[config.mk]
export PLATFORM = sky130hd
export DESIGN_NAME = parkingLcdTop
export DESIGN_NICKNAME = d
export VERILOG_FILES = /design/src/rtl/parkingLcdPkg.sv /design/src/rtl/apbRegs.sv /design/src/rtl/screenComposer.sv /design/src/rtl/lcdSequencer.sv /design/src/rtl/lcdBusDriver.sv /design/src/rtl/parkingLcdTop.sv
export VERILOG_INCLUDE_DIRS = /design/src /design/src/rtl
export SDC_FILE = /design/constraint.sdc
export NUM_CORES = 1
export LEC_CHECK = 0
export ABC_AREA = 1
export BUFFER_PORTS_ARGS = -buffer_cell sky130_fd_sc_hd__buf_2
export CAP_MARGIN = 20
export CELL_PAD_IN_SITES_DETAIL_PLACEMENT = 1
export CELL_PAD_IN_SITES_GLOBAL_PLACEMENT = 2
export CORE_ASPECT_RATIO = 1.1
export CORE_MARGIN = 4
export CORE_UTILIZATION = 33
export CTS_CLUSTER_DIAMETER = 120
export DETAILED_ROUTE_END_ITERATION = 10
export GPL_TIMING_DRIVEN = 1
export PLACE_DENSITY = 0.82
export SETUP_SLACK_MARGIN = 0.3
export SLEW_MARGIN = 30
export SYNTH_ARGS = -nofsm -noshare
export SYNTH_HDL_FRONTEND = slang
export SYNTH_SLANG_ARGS = --single-unit
[constraint.sdc]
create_clock -name clock50 -period 2.9 [get_ports clock50]
set_input_delay 0.435 -clock clock50 [delete_from_list [all_inputs] [get_ports clock50]]
set_output_delay 0.435 -clock clock50 [all_outputs]
set_load 0.05 [all_outputs]
[src/rtl/lcd_cfg.svh]
`ifndef LCD_CFG_SVH
`define LCD_CFG_SVH

`define LCD_ADDR_W        8         // APB address bits
`define LCD_DATA_W        32        // APB data bits

`define LCD_REG_SCREEN    8'h00     // Screen code
`define LCD_REG_PLATE     8'h04     // Six BCD plate digits
`define LCD_REG_SLOT      8'h08     // Assigned slot number
`define LCD_REG_MINUTES   8'h0C     // Two BCD minute digits
`define LCD_REG_AMOUNT    8'h10     // Two BCD amount digits

`define LCD_CMD_FUNCSET   8'h38     // 8-bit bus, two lines, 5x8 font
`define LCD_CMD_DISPON    8'h0C     // Display on, cursor off
`define LCD_CMD_CLEAR     8'h01     // Clear display, home cursor
`define LCD_CMD_ENTRY     8'h06     // Increment address, no shift
`define LCD_CMD_LINE1     8'h80     // DDRAM address 0x00
`define LCD_CMD_LINE2     8'hC0     // DDRAM address 0x40

`define LCD_SETUP_CYCLES  2         // Data/rs valid before enable rises
`define LCD_EN_CYCLES     4         // Enable pulse width
`define LCD_GAP_CYCLES    4         // Recovery after enable falls
`define LCD_CLEAR_WAIT    40        // Extra idle time after clear

`define LCD_COLS          16        // Characters per line

`endif

[src/rtl/parkingLcdPkg.sv]
`default_nettype none

package parkingLcdPkg;

  // Host screen codes, same numbering as the panel firmware
  typedef enum logic [3:0] {
    SCR_WELCOME  = 4'd0,            // Greeting
    SCR_PLATE    = 4'd2,            // Plate entry echo
    SCR_SLOT     = 4'd4,            // Assigned zone and slot
    SCR_THANKS   = 4'd7,            // Goodbye
    SCR_OCCUPIED = 4'd12,           // Lot full
    SCR_TIME     = 4'd15            // Minutes parked and total
  } screenCodeT;

  // Panel sequencer states
  typedef enum logic [2:0] {
    S_INIT,                         // Power-up command list
    S_CLEARWAIT,                    // Settle after clear
    S_LINE1CMD,                     // Cursor to line 1
    S_LINE1CHR,                     // 16 characters of line 1
    S_LINE2CMD,                     // Cursor to line 2
    S_LINE2CHR                      // 16 characters of line 2
  } seqStateT;

  typedef logic [7:0] lcdCharT;     // ASCII byte on the panel bus
  typedef logic [3:0] bcdT;         // One decimal digit
  typedef logic [3:0] colT;         // Column 0..15

endpackage

`default_nettype wire

[src/rtl/apbRegs.sv]
`timescale 1ns/1ps
`default_nettype none
`include "lcd_cfg.svh"

module apbRegs (
  input  wire                        clock50,   // System clock
  input  wire                        rstN,      // Sync reset, active low
  input  wire                        psel,
  input  wire                        penable,
  input  wire                        pwrite,
  input  wire  [`LCD_ADDR_W-1:0]     paddr,
  input  wire  [`LCD_DATA_W-1:0]     pwdata,
  output logic [`LCD_DATA_W-1:0]     prdata,
  output logic                       pready,
  output logic                       pslverr,
  output parkingLcdPkg::screenCodeT  screen,    // Selected screen
  output logic [23:0]                plate,     // First digit in 23:20
  output parkingLcdPkg::bcdT         slot,
  output logic [7:0]                 minutes,   // Tens in 7:4
  output logic [7:0]                 amount     // Tens in 7:4
);

  logic access;                                 // Access phase of a transfer
  logic mapped;                                 // Address hits a register
  logic wrEn;

  assign access  = psel && penable;
  assign wrEn    = access && pwrite && mapped;
  assign pready  = 1'b1;                        // No wait states
  assign pslverr = access && !mapped;           // Unmapped read or write

  always_comb begin
    case (paddr)
      `LCD_REG_SCREEN, `LCD_REG_PLATE, `LCD_REG_SLOT,
      `LCD_REG_MINUTES, `LCD_REG_AMOUNT: mapped = 1'b1;
      default:                           mapped = 1'b0;
    endcase
  end

  always_ff @(posedge clock50) begin
    if (!rstN) begin
      screen  <= parkingLcdPkg::SCR_WELCOME;   // Greeting after reset
      plate   <= '0;
      slot    <= '0;
      minutes <= '0;
      amount  <= '0;
    end else if (wrEn) begin
      case (paddr)
        `LCD_REG_SCREEN:  screen  <= parkingLcdPkg::screenCodeT'(pwdata[3:0]);
        `LCD_REG_PLATE:   plate   <= pwdata[23:0];
        `LCD_REG_SLOT:    slot    <= pwdata[3:0];
        `LCD_REG_MINUTES: minutes <= pwdata[7:0];
        `LCD_REG_AMOUNT:  amount  <= pwdata[7:0];
        default:          ;                    // Blocked by wrEn
      endcase
    end
  end

  // Read mux, zero-extended fields
  always_comb begin
    prdata = '0;
    case (paddr)
      `LCD_REG_SCREEN:  prdata[3:0]  = screen;
      `LCD_REG_PLATE:   prdata[23:0] = plate;
      `LCD_REG_SLOT:    prdata[3:0]  = slot;
      `LCD_REG_MINUTES: prdata[7:0]  = minutes;
      `LCD_REG_AMOUNT:  prdata[7:0]  = amount;
      default:          prdata       = '0;     // Error response reads zero
    endcase
  end

endmodule

`default_nettype wire

[src/rtl/screenComposer.sv]
`timescale 1ns/1ps
`default_nettype none
`include "lcd_cfg.svh"

module screenComposer (
  input  wire                              clock50,
  input  wire                              rstN,
  input  wire                              frameStart,  // Snapshot strobe
  input  wire parkingLcdPkg::screenCodeT   screen,
  input  wire [23:0]                       plate,
  input  wire parkingLcdPkg::bcdT          slot,
  input  wire [7:0]                        minutes,
  input  wire [7:0]                        amount,
  input  wire                              line,        // 0 top, 1 bottom
  input  wire parkingLcdPkg::colT          col,
  output parkingLcdPkg::lcdCharT           lcdChar
);

  // Fixed text, '#' marks a live field
  localparam logic [8*`LCD_COLS-1:0] welcomeL1  = "  BIENVENIDOS   ";
  localparam logic [8*`LCD_COLS-1:0] welcomeL2  = "   UN PARKING   ";
  localparam logic [8*`LCD_COLS-1:0] plateL1    = "INGRESE SU PLACA";
  localparam logic [8*`LCD_COLS-1:0] plateL2    = "---->######<----";
  localparam logic [8*`LCD_COLS-1:0] slotL1     = " SU PARQUEADERO ";
  localparam logic [8*`LCD_COLS-1:0] slotL2     = "ASIGNADO>>>Z#-P#";
  localparam logic [8*`LCD_COLS-1:0] thanksL1   = "  GRACIAS POR   ";
  localparam logic [8*`LCD_COLS-1:0] thanksL2   = "   SU VISITA!   ";
  localparam logic [8*`LCD_COLS-1:0] occupiedL1 = "  PARQUEADERO   ";
  localparam logic [8*`LCD_COLS-1:0] occupiedL2 = "    OCUPADO     ";
  localparam logic [8*`LCD_COLS-1:0] timeL1     = "TIEMPO ==> ##MIN";
  localparam logic [8*`LCD_COLS-1:0] timeL2     = "TOTAL  ==> $##  ";

  parkingLcdPkg::screenCodeT snapScreen;     // Frozen for one frame
  logic [23:0]               snapPlate;
  parkingLcdPkg::bcdT        snapSlot;
  logic [7:0]                snapMinutes;
  logic [7:0]                snapAmount;
  logic [8*`LCD_COLS-1:0]    text1;
  logic [8*`LCD_COLS-1:0]    text2;
  logic [23:0]               plateShifted;   // Current plate digit on top

  function automatic parkingLcdPkg::lcdCharT bcdChar(input parkingLcdPkg::bcdT d);
    if (d > 4'd9)
      return "?";                            // Not a decimal digit
    return 8'h30 + {4'h0, d};
  endfunction

  // Slot to zone, two slots per zone
  function automatic parkingLcdPkg::lcdCharT zoneChar(input parkingLcdPkg::bcdT s);
    case (s)
      4'd0:       return "0";
      4'd1, 4'd2: return "1";
      4'd3, 4'd4: return "2";
      4'd5, 4'd6: return "3";
      default:    return "?";
    endcase
  endfunction

  function automatic parkingLcdPkg::lcdCharT pickChar(input logic [8*`LCD_COLS-1:0] txt,
                                                      input parkingLcdPkg::colT c);
    return txt[8*(`LCD_COLS - 1 - c) +: 8];  // Leftmost character in the MSBs
  endfunction

  always_ff @(posedge clock50) begin
    if (!rstN) begin
      snapScreen  <= parkingLcdPkg::SCR_WELCOME;
      snapPlate   <= '0;
      snapSlot    <= '0;
      snapMinutes <= '0;
      snapAmount  <= '0;
    end else if (frameStart) begin
      snapScreen  <= screen;
      snapPlate   <= plate;
      snapSlot    <= slot;
      snapMinutes <= minutes;
      snapAmount  <= amount;
    end
  end

  assign plateShifted = snapPlate << (4 * (col - 4'd5));  // Column 5 is digit 1

  always_comb begin
    case (snapScreen)
      parkingLcdPkg::SCR_PLATE:    begin text1 = plateL1;    text2 = plateL2;    end
      parkingLcdPkg::SCR_SLOT:     begin text1 = slotL1;     text2 = slotL2;     end
      parkingLcdPkg::SCR_THANKS:   begin text1 = thanksL1;   text2 = thanksL2;   end
      parkingLcdPkg::SCR_OCCUPIED: begin text1 = occupiedL1; text2 = occupiedL2; end
      parkingLcdPkg::SCR_TIME:     begin text1 = timeL1;     text2 = timeL2;     end
      default:                     begin text1 = welcomeL1;  text2 = welcomeL2;  end
    endcase
  end

  // Base text, then live fields on top
  always_comb begin
    lcdChar = pickChar(line ? text2 : text1, col);
    case (snapScreen)
      parkingLcdPkg::SCR_PLATE: begin
        if (line && col >= 4'd5 && col <= 4'd10)
          lcdChar = bcdChar(plateShifted[23:20]);
      end
      parkingLcdPkg::SCR_SLOT: begin
        if (line && col == 4'd12)
          lcdChar = zoneChar(snapSlot);
        else if (line && col == 4'd15)
          lcdChar = bcdChar(snapSlot);
      end
      parkingLcdPkg::SCR_TIME: begin
        if (!line && col == 4'd11)
          lcdChar = bcdChar(snapMinutes[7:4]);
        else if (!line && col == 4'd12)
          lcdChar = bcdChar(snapMinutes[3:0]);
        else if (line && col == 4'd12)
          lcdChar = bcdChar(snapAmount[7:4]);
        else if (line && col == 4'd13)
          lcdChar = bcdChar(snapAmount[3:0]);
      end
      default: ;                             // Fixed text only
    endcase
  end

endmodule

`default_nettype wire

[src/rtl/lcdSequencer.sv]
`timescale 1ns/1ps
`default_nettype none
`include "lcd_cfg.svh"

module lcdSequencer (
  input  wire                            clock50,
  input  wire                            rstN,
  input  wire                            busy,        // Driver mid-write
  input  wire parkingLcdPkg::lcdCharT    lcdChar,     // Composer output
  output logic                           frameStart,  // Pulse with LINE1 request
  output logic                           line,
  output parkingLcdPkg::colT             col,
  output logic                           writeReq,
  output logic                           writeRs,     // 0 command, 1 data
  output parkingLcdPkg::lcdCharT         writeByte
);

  localparam int waitW = $clog2(`LCD_CLEAR_WAIT + 1);
  localparam parkingLcdPkg::colT lastCol = parkingLcdPkg::colT'(`LCD_COLS - 1);
  localparam logic [waitW-1:0] waitLast = waitW'(`LCD_CLEAR_WAIT - 1);

  parkingLcdPkg::seqStateT state;
  logic [1:0]              initStep;                  // Which init command next
  logic [waitW-1:0]        waitCnt;                   // Idle cycles after clear
  logic                    canIssue;
  parkingLcdPkg::lcdCharT  initCmd;

  // Request in flight keeps busy low one more cycle
  assign canIssue = !busy && !writeReq;

  always_comb begin
    case (initStep)
      2'd0:    initCmd = `LCD_CMD_FUNCSET;
      2'd1:    initCmd = `LCD_CMD_DISPON;
      2'd2:    initCmd = `LCD_CMD_CLEAR;
      default: initCmd = `LCD_CMD_ENTRY;
    endcase
  end

  always_ff @(posedge clock50) begin
    if (!rstN) begin
      state      <= parkingLcdPkg::S_INIT;
      initStep   <= '0;
      waitCnt    <= '0;
      line       <= 1'b0;
      col        <= '0;
      writeReq   <= 1'b0;
      frameStart <= 1'b0;
      writeRs    <= 1'b0;
      writeByte  <= '0;
    end else begin
      writeReq   <= 1'b0;                             // Single-cycle strobes
      frameStart <= 1'b0;
      case (state)
        parkingLcdPkg::S_INIT: begin
          if (canIssue) begin
            writeReq  <= 1'b1;
            writeRs   <= 1'b0;
            writeByte <= initCmd;
            initStep  <= initStep + 2'd1;
            if (initStep == 2'd2)
              state <= parkingLcdPkg::S_CLEARWAIT;    // Clear is slow on the panel
            else if (initStep == 2'd3)
              state <= parkingLcdPkg::S_LINE1CMD;
          end
        end
        parkingLcdPkg::S_CLEARWAIT: begin
          if (canIssue) begin                         // Count only after clear ends
            if (waitCnt == waitLast) begin
              waitCnt <= '0;
              state   <= parkingLcdPkg::S_INIT;       // Entry mode still to send
            end else begin
              waitCnt <= waitCnt + 1'b1;
            end
          end
        end
        parkingLcdPkg::S_LINE1CMD: begin
          if (canIssue) begin
            writeReq   <= 1'b1;
            writeRs    <= 1'b0;
            writeByte  <= `LCD_CMD_LINE1;
            frameStart <= 1'b1;                       // Composer freezes fields
            line       <= 1'b0;
            col        <= '0;
            state      <= parkingLcdPkg::S_LINE1CHR;
          end
        end
        parkingLcdPkg::S_LINE1CHR: begin
          if (canIssue) begin
            writeReq  <= 1'b1;
            writeRs   <= 1'b1;
            writeByte <= lcdChar;
            col       <= col + 4'd1;                  // Wraps to 0 after last
            if (col == lastCol)
              state <= parkingLcdPkg::S_LINE2CMD;
          end
        end
        parkingLcdPkg::S_LINE2CMD: begin
          if (canIssue) begin
            writeReq  <= 1'b1;
            writeRs   <= 1'b0;
            writeByte <= `LCD_CMD_LINE2;
            line      <= 1'b1;
            col       <= '0;
            state     <= parkingLcdPkg::S_LINE2CHR;
          end
        end
        parkingLcdPkg::S_LINE2CHR: begin
          if (canIssue) begin
            writeReq  <= 1'b1;
            writeRs   <= 1'b1;
            writeByte <= lcdChar;
            col       <= col + 4'd1;
            if (col == lastCol)
              state <= parkingLcdPkg::S_LINE1CMD;     // Next frame
          end
        end
        default: state <= parkingLcdPkg::S_INIT;
      endcase
    end
  end

endmodule

`default_nettype wire

[src/rtl/lcdBusDriver.sv]
`timescale 1ns/1ps
`default_nettype none
`include "lcd_cfg.svh"

module lcdBusDriver (
  input  wire                            clock50,
  input  wire                            rstN,
  input  wire                            writeReq,   // One-cycle request
  input  wire                            writeRs,
  input  wire parkingLcdPkg::lcdCharT    writeByte,
  output logic                           busy,
  output parkingLcdPkg::lcdCharT         lcdData,
  output logic                           lcdRs,
  output logic                           lcdEn
);

  localparam int phaseEnd = `LCD_SETUP_CYCLES + `LCD_EN_CYCLES + `LCD_GAP_CYCLES;
  localparam int phaseW   = $clog2(phaseEnd + 1);
  localparam logic [phaseW-1:0] enOnAt  = phaseW'(`LCD_SETUP_CYCLES - 1);
  localparam logic [phaseW-1:0] enOffAt = phaseW'(`LCD_SETUP_CYCLES + `LCD_EN_CYCLES - 1);
  localparam logic [phaseW-1:0] doneAt  = phaseW'(phaseEnd - 1);

  logic [phaseW-1:0] phase;                          // Cycles since latch
  logic              start;

  assign start = writeReq && !busy;

  always_ff @(posedge clock50) begin
    if (!rstN) begin
      busy  <= 1'b0;
      lcdEn <= 1'b0;
      phase <= '0;
    end else if (start) begin
      busy  <= 1'b1;
      phase <= '0;
    end else if (busy) begin
      phase <= phase + 1'b1;
      if (phase == enOnAt)
        lcdEn <= 1'b1;                               // Setup done
      if (phase == enOffAt)
        lcdEn <= 1'b0;                               // Panel latches on this fall
      if (phase == doneAt)
        busy <= 1'b0;                                // Gap over
    end
  end

  // Held steady for the whole write
  always_ff @(posedge clock50) begin
    if (start) begin
      lcdData <= writeByte;
      lcdRs   <= writeRs;
    end
  end

endmodule

`default_nettype wire

[src/rtl/parkingLcdTop.sv]
`timescale 1ns/1ps
`default_nettype none
`include "lcd_cfg.svh"

module parkingLcdTop (
  input  wire                         clock50,   // 50 MHz board clock
  input  wire                         rstN,
  input  wire                         psel,
  input  wire                         penable,
  input  wire                         pwrite,
  input  wire  [`LCD_ADDR_W-1:0]      paddr,
  input  wire  [`LCD_DATA_W-1:0]      pwdata,
  output logic [`LCD_DATA_W-1:0]      prdata,
  output logic                        pready,
  output logic                        pslverr,
  output parkingLcdPkg::lcdCharT      lcdData,   // Panel D7..D0
  output logic                        lcdRs,
  output logic                        lcdEn
);

  parkingLcdPkg::screenCodeT screen;
  logic [23:0]               plate;
  parkingLcdPkg::bcdT        slot;
  logic [7:0]                minutes;
  logic [7:0]                amount;
  logic                      frameStart;
  logic                      line;
  parkingLcdPkg::colT        col;
  parkingLcdPkg::lcdCharT    lcdChar;            // Composer to sequencer
  logic                      writeReq;
  logic                      writeRs;
  parkingLcdPkg::lcdCharT    writeByte;
  logic                      busy;

  apbRegs regs0 (
    .clock50(clock50), .rstN(rstN), .psel(psel), .penable(penable), .pwrite(pwrite),
    .paddr(paddr), .pwdata(pwdata), .prdata(prdata), .pready(pready), .pslverr(pslverr),
    .screen(screen), .plate(plate), .slot(slot), .minutes(minutes), .amount(amount)
  );

  screenComposer composer0 (
    .clock50(clock50), .rstN(rstN), .frameStart(frameStart), .screen(screen),
    .plate(plate), .slot(slot), .minutes(minutes), .amount(amount),
    .line(line), .col(col), .lcdChar(lcdChar)
  );

  lcdSequencer sequencer0 (
    .clock50(clock50), .rstN(rstN), .busy(busy), .lcdChar(lcdChar),
    .frameStart(frameStart), .line(line), .col(col), .writeReq(writeReq),
    .writeRs(writeRs), .writeByte(writeByte)
  );

  lcdBusDriver driver0 (
    .clock50(clock50), .rstN(rstN), .writeReq(writeReq), .writeRs(writeRs),
    .writeByte(writeByte), .busy(busy), .lcdData(lcdData), .lcdRs(lcdRs), .lcdEn(lcdEn)
  );

endmodule

`default_nettype wire

; ---- Yosys cells after proc, flatten, opt, wreduce, memory -nomap -nowiden
; Index checks and enable logic that the tools add are counted.
[word_totals]
ff_bits = 138
latch_bits = 0
ramBits = 0
mem_bits_ro = 0
inputBits = 45
word_cells = 227
mem_count = 0
[classes]
n_addsub = 12
mul = 0
n_div = 0
n_lt_le_gt_ge = 8
n_eq_ne = 44
n_shift = 2
mux = 85
bitwise_logic = 2
reduce_logical = 50
[op_table]
columns = cell, n
row1 = $pmux W127 S5, 2
row2 = $mux W8, 23
row3 = $shiftx A128 B33 Y8, 1
row4 = $mux W127, 1
row5 = $add A6 B4 Y7 const A, 6
row6 = $mux W1, 34
row7 = $mux W3, 11
row8 = $pmux W8 S4, 1
row9 = $shl A24 B32 Y24, 1
row10 = $eq A4 B4 Y1 const B, 7
row11 = $eq A4 B3 Y1 const B, 6
row12 = $gt A4 B4 Y1 const B, 6
row13 = $pmux W8 S3, 1
row14 = $ne A2 B1 Y1 const B, 10
row15 = $pmux W4 S5, 1
row16 = $pmux W3 S6, 1
row17 = $pmux W6 S3, 1
row18 = $reduce_and A2 Y1, 9
row19 = $eq A8 B4 Y1 const B, 2
row20 = $mux W16, 1
row21 = $pmux W4 S4, 1
row22 = $logic_and A1 B1 Y1, 13
row23 = $eq A4 B2 Y1 const B, 3
row24 = $pmux W4 S3, 1
row25 = 36 further kinds, 60

; ---- Depth between registers and ports, before layout
; Gate-level depths: netlist of run 1.
[depth]
depth_word = 15
mapped_depth = 20
mapped_depth_nobuf = 20

; ---- Hierarchy
; From an unflattened synthesis of run 1, not the netlist that was laid out.
[hier_totals]
hier_cells = 1301
hier_area_um2 = 8720.9
[modules_own_cells]
columns = mod, n_inst, cells_per_inst, area_per_inst_um2, seq_area_each_um2
row1 = screenComposer, 1, 712, 4018.9, 960.9
row2 = apbRegs, 1, 340, 2667.6, 960.9
row3 = lcdSequencer, 1, 202, 1456.4, 540.5
row4 = lcdBusDriver, 1, 47, 578.1, 390.4

; ---- Worst setup path after synthesis of run 1
; No wires, ideal clock.
[synth_timing]
path_type = input to output
startpoint = in paddr[7]
endpoint = out prdata[0]
t_arrival_ps = 2375
slack_ps = 90
path_stages = 9
path_buffers = 0
cell_sequence = nor2_1 inv_1 nor3_1 inv_1 nor2_1 inv_1 nor3_2 inv_2 o21ai_0
[synth_between]
elab_chain_cells = 2
word_cells_on_any_way = 6
[synth_rtl]
columns = item, line_no
row1 = "start, declared", parkingLcdTop.sv:11  ; input wire [`LCD_ADDR_W-1:0] paddr,
row2 = "$eq A8 B5 Y1, or another cell as far along", apbRegs.sv:62  ; case (paddr)
row3 = $pmux W4 S5 *, apbRegs.sv:62
row4 = "end, declared", parkingLcdTop.sv:13  ; output logic [`LCD_DATA_W-1:0] prdata,
; Mark *: on every way between the ends. The rest lies on a longest branch, timed or not.

; ---- Final worst setup path of run 1
[layout_timing]
startpoint = in paddr[7]
endpoint = out prdata[4]
[layout_between]
elab_chain_cells = 2
word_cells_on_any_way = 4
[layout_rtl]
columns = item, line_no
row1 = "$eq A8 B5 Y1, or another cell as far along", apbRegs.sv:62
row2 = $pmux W4 S3 *, apbRegs.sv:62
; Marks and branches as above.

==> flow_summary.yaml, run 1 <==
power:
  power_density_mw_per_mm2: 718
  p_leak_nw: 3.96
  vdd_drop_max_uv: 411
synth:
  synth_flop_cell: "dfxtp_1"
  yosysSeqAreaShare_pct: 35.4
  yosys.area.top_type: "dfxtp_1"
  async_reset_ff_share_pct: 0
  ys_seq_elements: 138
  synth_area_leaders: "dfxtp_1, nand2_1, o21ai_0"
  synth_cells: 1153
  syn_avg_cell_area_sq_um: 6.98
  synthesis.area_sq_mm: 0.00805
  synth_edf_count: 9
  ys.warnings.count: 0
  synth_top_area_share_pct: 32.1
  ys_types: 56
timing:
  min_period_ns: 2.42
  fin_setup_tns_ns: 0
  maxSlewViolCount: 0
  timing.final.crit_share_pct: 83.3
  finalSetupViolations: 0
  skew_ns: 0.0124
  clock.fmax_mhz: 414
  hold_violations: 0
  rsz0062_at_grt: "false"
  max_slew_margin_pct: 41.7
  worstMarginPinSlew_ns: 0.872
critical_path:
  path_max_fanout: 24
  max_stage_delay_ns: 0.27
  crit_buf_inv: 6
  worstSetupPathType: "in2out"
  r2r_slack_ns: 0.51
  critical_path.startpoint_type: "primary input"
  reg2reg_to: "sequencer0.writeByte[0]$_SDFFE_PN0P_"
  cpLargestDelayFamily: "buffers and inverters"
  arrival_ns: 1.98
  cp-startpoint: "paddr[7]"
  cp_slowest_cell: "o211ai_1"
  worst_r2r_path_depth: 14
  r2r_start: "composer0.snapScreen[0]$_SDFFE_PN0P_"
  crit_required_ns: 2.47
  end_kind: "output port"
  crit_chain: "buf_2 -> nor2_2 -> inv_1 -> nor3_2 -> inv_1 -> nor2_2 -> inv_2 -> nor3_4 -> inv_4 -> o211ai_1 -> buf_4"
worst_hold_path:
  worstHoldStart: "pwdata[15]"
  holdPathEnd: "regs0.plate[15]$_SDFFE_PN0P_"
  holdCritPathClass: "in2reg"
  min_path_cells: 3
floorplan:
  die_area_sq_mm: 0.0270
  io_pins: 89
  rows: 59
  core_sq_mm: 0.0238
  initial_core_util_pct: 33.8
  die_y_microns: 172
  die_x_microns: 157
drt:
  wl_per_cell_microns: 17.0
  dr.pass1.iters: 5
  postRouteAntennaNets: 0
  finalWirelength_microns: 26100
  drc_errors: 0
  drt_iter0_markers: 384
  dr_total_vias: 8024
  viasPerCell: 5.24
clock_network:
  cts_setup_buffers: 0
  cts_tree: "done"
  cts_buffers: 17
  clockBufferDepth: 2
  clk_pin_slew_ns: 0.06
  clock_latency_ns: 0.42
  cts-hold-fix-buffers: 0
  cts.sinks: 138
  cts_root_buf: "clkbuf_16"
  htree_levels: 4
finish:
  most-common-layout-cells: "nand2_1, nor2_1, dfxtp_1, o21ai_0, inv_1"
  layout_commonest_cell: "nand2_1"
  drive_gt1_share_pct: 17.5
  antenna_cells: 0
  layout.nets: 1271
  fin_util_pct: 39.2
  syn2layout_area_growth_pct: 16.1
global_routing:
  grt_pass1_wl_microns: 43000
  grt_pass1_vias: 8269
  grtUsageTotal_pct: 19.8
  antenna_found_initial: 0
  grt_max_degree: 85
  grt_overflow_total: 0
placed_design:
  gp_congestion: 0.882
  dp_hpwl_microns: 19000
  port_buffers: 71
flow_run:
  max_cap_viol_count: 0
run_status:
  status: "finished clean"
state kept, by name, indices dropped and copies added (netlist names), 2 cells and up:
| signal | flops |
|---|---|
| regs0.screen | 4 |
| sequencer0.writeByte | 8 |
| composer0.snapAmount | 8 |
| regs0.slot | 4 |
| driver0.lcdData | 8 |
| sequencer0.col | 4 |
| composer0.snapScreen | 4 |
| composer0.snapPlate | 24 |
| composer0.snapSlot | 4 |
| regs0.minutes | 8 |
| sequencer0.waitCnt | 6 |
| driver0.phase | 4 |
| regs0.amount | 8 |
| regs0.plate | 24 |
| sequencer0.state | 3 |
| sequencer0.initStep | 2 |
| composer0.snapMinutes | 8 |
final cells by class:
cell class / count / area [sq um]
Clock inverter: 12 / 161
Sequential cell: 138 / 2850
Fill cell: 3043 / 14500
Tap cell: 305 / 382
Clock buffer: 20 / 447
Timing Repair Buffer: 97 / 589
Multi-Input combinational cell: 826 / 4420
Inverter: 132 / 499
worst max-delay path by stage:
| stage | endpoint | slack [ns] | depth (start not counted) |
|---|---|---|---|
| after global routing | sequencer0.writeByte[1]$_SDFFE_PN0P_ | 0.30 | 13 |
| after detailed placement | prdata[4] | 0.30 | 11 |
| final | prdata[4] | 0.48 | 11 |
| after floorplan | prdata[0] | 0.16 | 9 |
| after CTS | prdata[1] | 0.32 | 11 |
| after global placement | prdata[0] | 0.34 | 11 |
through the flow:
| stage | setup WS (ns) | area [sq um] | hold slack (ns) | cells | total power, mW |
|---|---|---|---|---|---|
| global route | 0.299 | 9350 | 0.286 | 1530 | 7.16 |
| floorplan | 0.164 | 8100 | 0.403 | 1160 | 3.90 |
| detailed placement | 0.301 | 8700 | 0.413 | 1498 | 4.49 |
| global placement | 0.344 | 8700 | 0.413 | 1498 | 4.45 |
| finish | 0.484 | 9350 | 0.289 | 1530 | 6.71 |
| CTS | 0.325 | 9310 | 0.268 | 1530 | 6.78 |
timing repair:
action | CTS | global route
setup endpoints to repair | 2 | 26
pin swaps | 0 | 0
hold endpoints to repair | 0 | 0
gates resized for setup | 2 | 13
where the power goes:
part	internal, mW	leakage (nW)	total (mW)	switching, mW
sequential	2.20	1.13	2.38	0.176
combinational	0.610	2.53	2.09	1.48
clock	1.39	0.290	2.24	0.853
total	4.20	3.96	6.71	2.51
cell families (layout without fill, tap and decap cells):
kind of cell	count (synthesis)	in the layout	synth area share [%]
DFF	138	138	35.4
and+or+nand+nor	477	477	27.1
buffers and inverters	196	261	10.5
other	2	9	0.0933
adders and majority gates	14	14	2.18
AOI/OAI and AO/OA	321	321	24.1
xor gates and xnor gates	5	5	0.637
tightest hold or removal path, delay by kind of cell:
family	cells	cell delay (ns)
buffers and inverters	1	0.07
AND/OR/NAND/NOR	1	0.04
AO/OA/AOI/OAI	1	0.12
per-layer routing:
layer / wire length [microns] / global-route usage [%] / vias up
met4: 527 / 6.72 / 0
met3: 1210 / 3.82 / 43
li1: - / - / 3973
met2: 12400 / 33.0 / 182
met1: 12000 / 25.7 / 3826
met5: 0 / 0 / -
synth_stat cells, types with 8 or more instances:
library cell    n
clkbuf_1       31
nand2_1       193
nor2_2         10
a211oi_2       18
o211ai_1       12
ha_1           14
inv_2          13
o21ai_1        10
inv_1         116
a21oi_1       104
buf_4          17
nor3_1         21
nor2_1        143
nand4_1         8
dfxtp_1       129
nand2_2        13
nand3_1        61
o22ai_1         8
a211oi_1       16
edfxtp_1        9
o21ai_0       118
Note: power is estimated with default switching activity, not from simulation.
==> run 2, diff against run 1 <==
CORE_UTILIZATION = 30   (was 33)
PLACE_DENSITY = 0.78   (was 0.82)
clock period = 2.1 ns   (was 2.9 ns; I/O delays follow)
==> run 2 against run 1 <==
Net effect:
- the run now ends with negative setup slack left
- clock-buffer cell count did not move
- routed wire length rose by 21%
- global-route usage rose by 0.16 points
- largest cell class unchanged
- largest power group is now combinational cells
- highest routed layer unchanged
==> flow_summary.yaml, run 2 (synthesis results as in run 1) <==
run_status:
  status: "finished, violations left"
  violations: "negative setup slack"
flow_run:
  max_cap_viol_count: 0
timing:
  clock.fmax_mhz: 466
  fin_setup_tns_ns: -0.0479
  fin_ws_ns: -0.0479
  hold_violations: 0
  skew_ns: 0.0151
  timing.final.crit_share_pct: 102
  maxSlewViolCount: 0
  finalSetupViolations: 1
  min_period_ns: 2.15
  rsz0062_at_grt: "true"
power:
  power.share.sequential_pct: 32.6
  vdd_drop_max_uv: 593
  sw_frac_of_total_pct: 39.1
  power_mw: 10.2
  power.switching_mw: 3.97
  p_leak_nw: 5.03
  power_density_mw_per_mm2: 842
  p_comb_share_pct: 38.8
  internal-power_mw: 6.19
  clkPwrFrac_pct: 28.6
global_routing:
  grt_overflow_total: 0
  grt_pass1_vias: 8941
  grtUsageTotal_pct: 20.0
  grt_pass1_wl_microns: 47700
  grt_max_degree: 85
  antenna_found_initial: 0
drt:
  dr.pass1.iters: 4
  drt_iter0_markers: 456
  finalWirelength_microns: 31400
  viasPerCell: 5.13
  dr_total_vias: 8909
  wl_per_cell_microns: 18.1
  postRouteAntennaNets: 0
  drc_errors: 0
clock_network:
  cts-hold-fix-buffers: 0
  cts.sinks: 138
  htree_levels: 4
  clockBufferDepth: 2
  cts_root_buf: "clkbuf_16"
  cts_buffers: 17
  clk_pin_slew_ns: 0.06
  cts_tree: "done"
  clock_latency_ns: 0.42
placed_design:
  gp_congestion: 0.921
  pre_cts_slack_ns: -0.172
  port_buffers: 71
  dp_hpwl_microns: 21200
  place_inst: 1656
worst_hold_path:
  holdCritPathClass: "in2reg"
critical_path:
  max_stage_delay_ns: 0.36
  crit_chain: "buf_4 -> nand2_4 -> buf_4 -> nand2_2 -> o21ai_4 -> buf_4 -> a21oi_1 -> a31oi_1 -> o22ai_1 -> nor2_1 -> nand2_1 -> nand2_1 -> nand2_1 -> nand2_1 -> a21oi_1"
  critical_path.startpoint_type: "flip-flop"
  end_kind: "flip-flop"
  path_max_fanout: 5
  cp_slowest_cell: "dfxtp_4"
  path_common_cell: "nand2_1"
  worstSetupPathType: "reg2reg"
  arrival_ns: 2.46
  crit_required_ns: 2.41
floorplan:
  io_pins: 89
  rows: 62
  initial_core_util_pct: 30.6
  die_x_microns: 164
  core_sq_mm: 0.0263
  die_y_microns: 180
  die_area_sq_mm: 0.0295
finish:
  layout.nets: 1432
  drive_gt1_share_pct: 40.7
  layout_commonest_cell: "nand2_1"
  most-common-layout-cells: "nand2_1, buf_4, dfxtp_1, o21ai_0, inv_1"
  top_regs: "composer0.snapPlate: 24 flops, regs0.plate: 24 flops"
  fin_util_pct: 45.9
  nFillCells: 3211
  multi_input_area_sq_mm: 0.00535
  final_cells: 1738
  seq_area_sq_mm: 0.00288
  antenna_cells: 0
  syn2layout_area_growth_pct: 49.8
==> run 2: cell types whose count changed in the layout (fill, tap and decap cells not counted), moves of 23 or more <==
cell / change
buf_4: +118
nor2_4: +38
nor2_2: +24
buf_6: +48
nand2_1: -32
buf_2: -23
nor2_1: -62
==> run 2: power groups by stage <==
stage | sequential, mW | clock, mW | combinational [mW]
6_report | 3.31 | 2.91 | 3.94
5_1_grt | 3.36 | 3.09 | 4.32
4_1_cts | 3.30 | 2.97 | 3.71
3_5_place_dp | 3.35 | 0 | 3.34
3_3_place_gp | 3.33 | 0 | 3.29
2_1_floorplan | 3.43 | 0 | 2.01
==> run 2: cell type report <==
type | instances | share of cell area, %
multi-input cells | 826 | 44.3
flip-flops and latches | 138 | 23.9
repair buffers | 258 | 18.9
inverters | 132 | 4.54
clock buffers | 20 | 3.78
well taps | 352 | 3.65
clock inverters | 12 | 0.944
==> run 2: final timing paths <==
| check | cells after the start | from | end | slack [ns] |
|---|---|---|---|---|
| max | 15 | composer0.snapScreen[2]$_SDFFE_PN0P_ | sequencer0.writeByte[4]$_SDFFE_PN0P_ | -0.05 |
| min | 3 | pwdata[13] | regs0.plate[13]$_SDFFE_PN0P_ | 0.17 |
| max reg2reg | 15 | composer0.snapScreen[2]$_SDFFE_PN0P_ | sequencer0.writeByte[4]$_SDFFE_PN0P_ | -0.05 |
| min reg2reg | 0 | sequencer0.writeByte[1]$_SDFFE_PN0P_ | driver0.lcdData[1]$_DFFE_PP_ | 0.43 |
==> run 2: repair_timing <==
action / CTS / global route
cloned: 1 / 5
buffers inserted: 22 / 22
pin swaps: 34 / 35
setup endpoints to repair: 38 / 88
gates resized for setup: 158 / 172
hold endpoints to repair: 0 / 0
==> run 2: metal layers <==
layer / wire length (microns) / GRT usage (%) / vias up / part of all wire, %
met3: 976 / 3.28 / 67 / 3.1
met1: 13800 / 26.3 / 4310 / 44
li1: - / - / 4327 / -
met4: 933 / 6.68 / 0 / 3.0
met2: 15800 / 33.0 / 205 / 50
met5: 0 / 0 / - / 0
==> run 2: critical path, delay by kind of cell, from the launching register on <==
family / cells / cell delay, ns
buf+inv: 3 / 0.42
compound gates: 5 / 0.72
flops: 1 / 0.36
simple gates: 7 / 0.52
==> run 2: metrics by stage <==
stage | hold WS (ns) | cell area (sq um)
detailed placement | 0.418 | 9850
global placement | 0.414 | 9850
CTS | 0.144 | 11200
global route | 0.158 | 12100
finish | 0.172 | 12100
floorplan | 0.403 | 8330
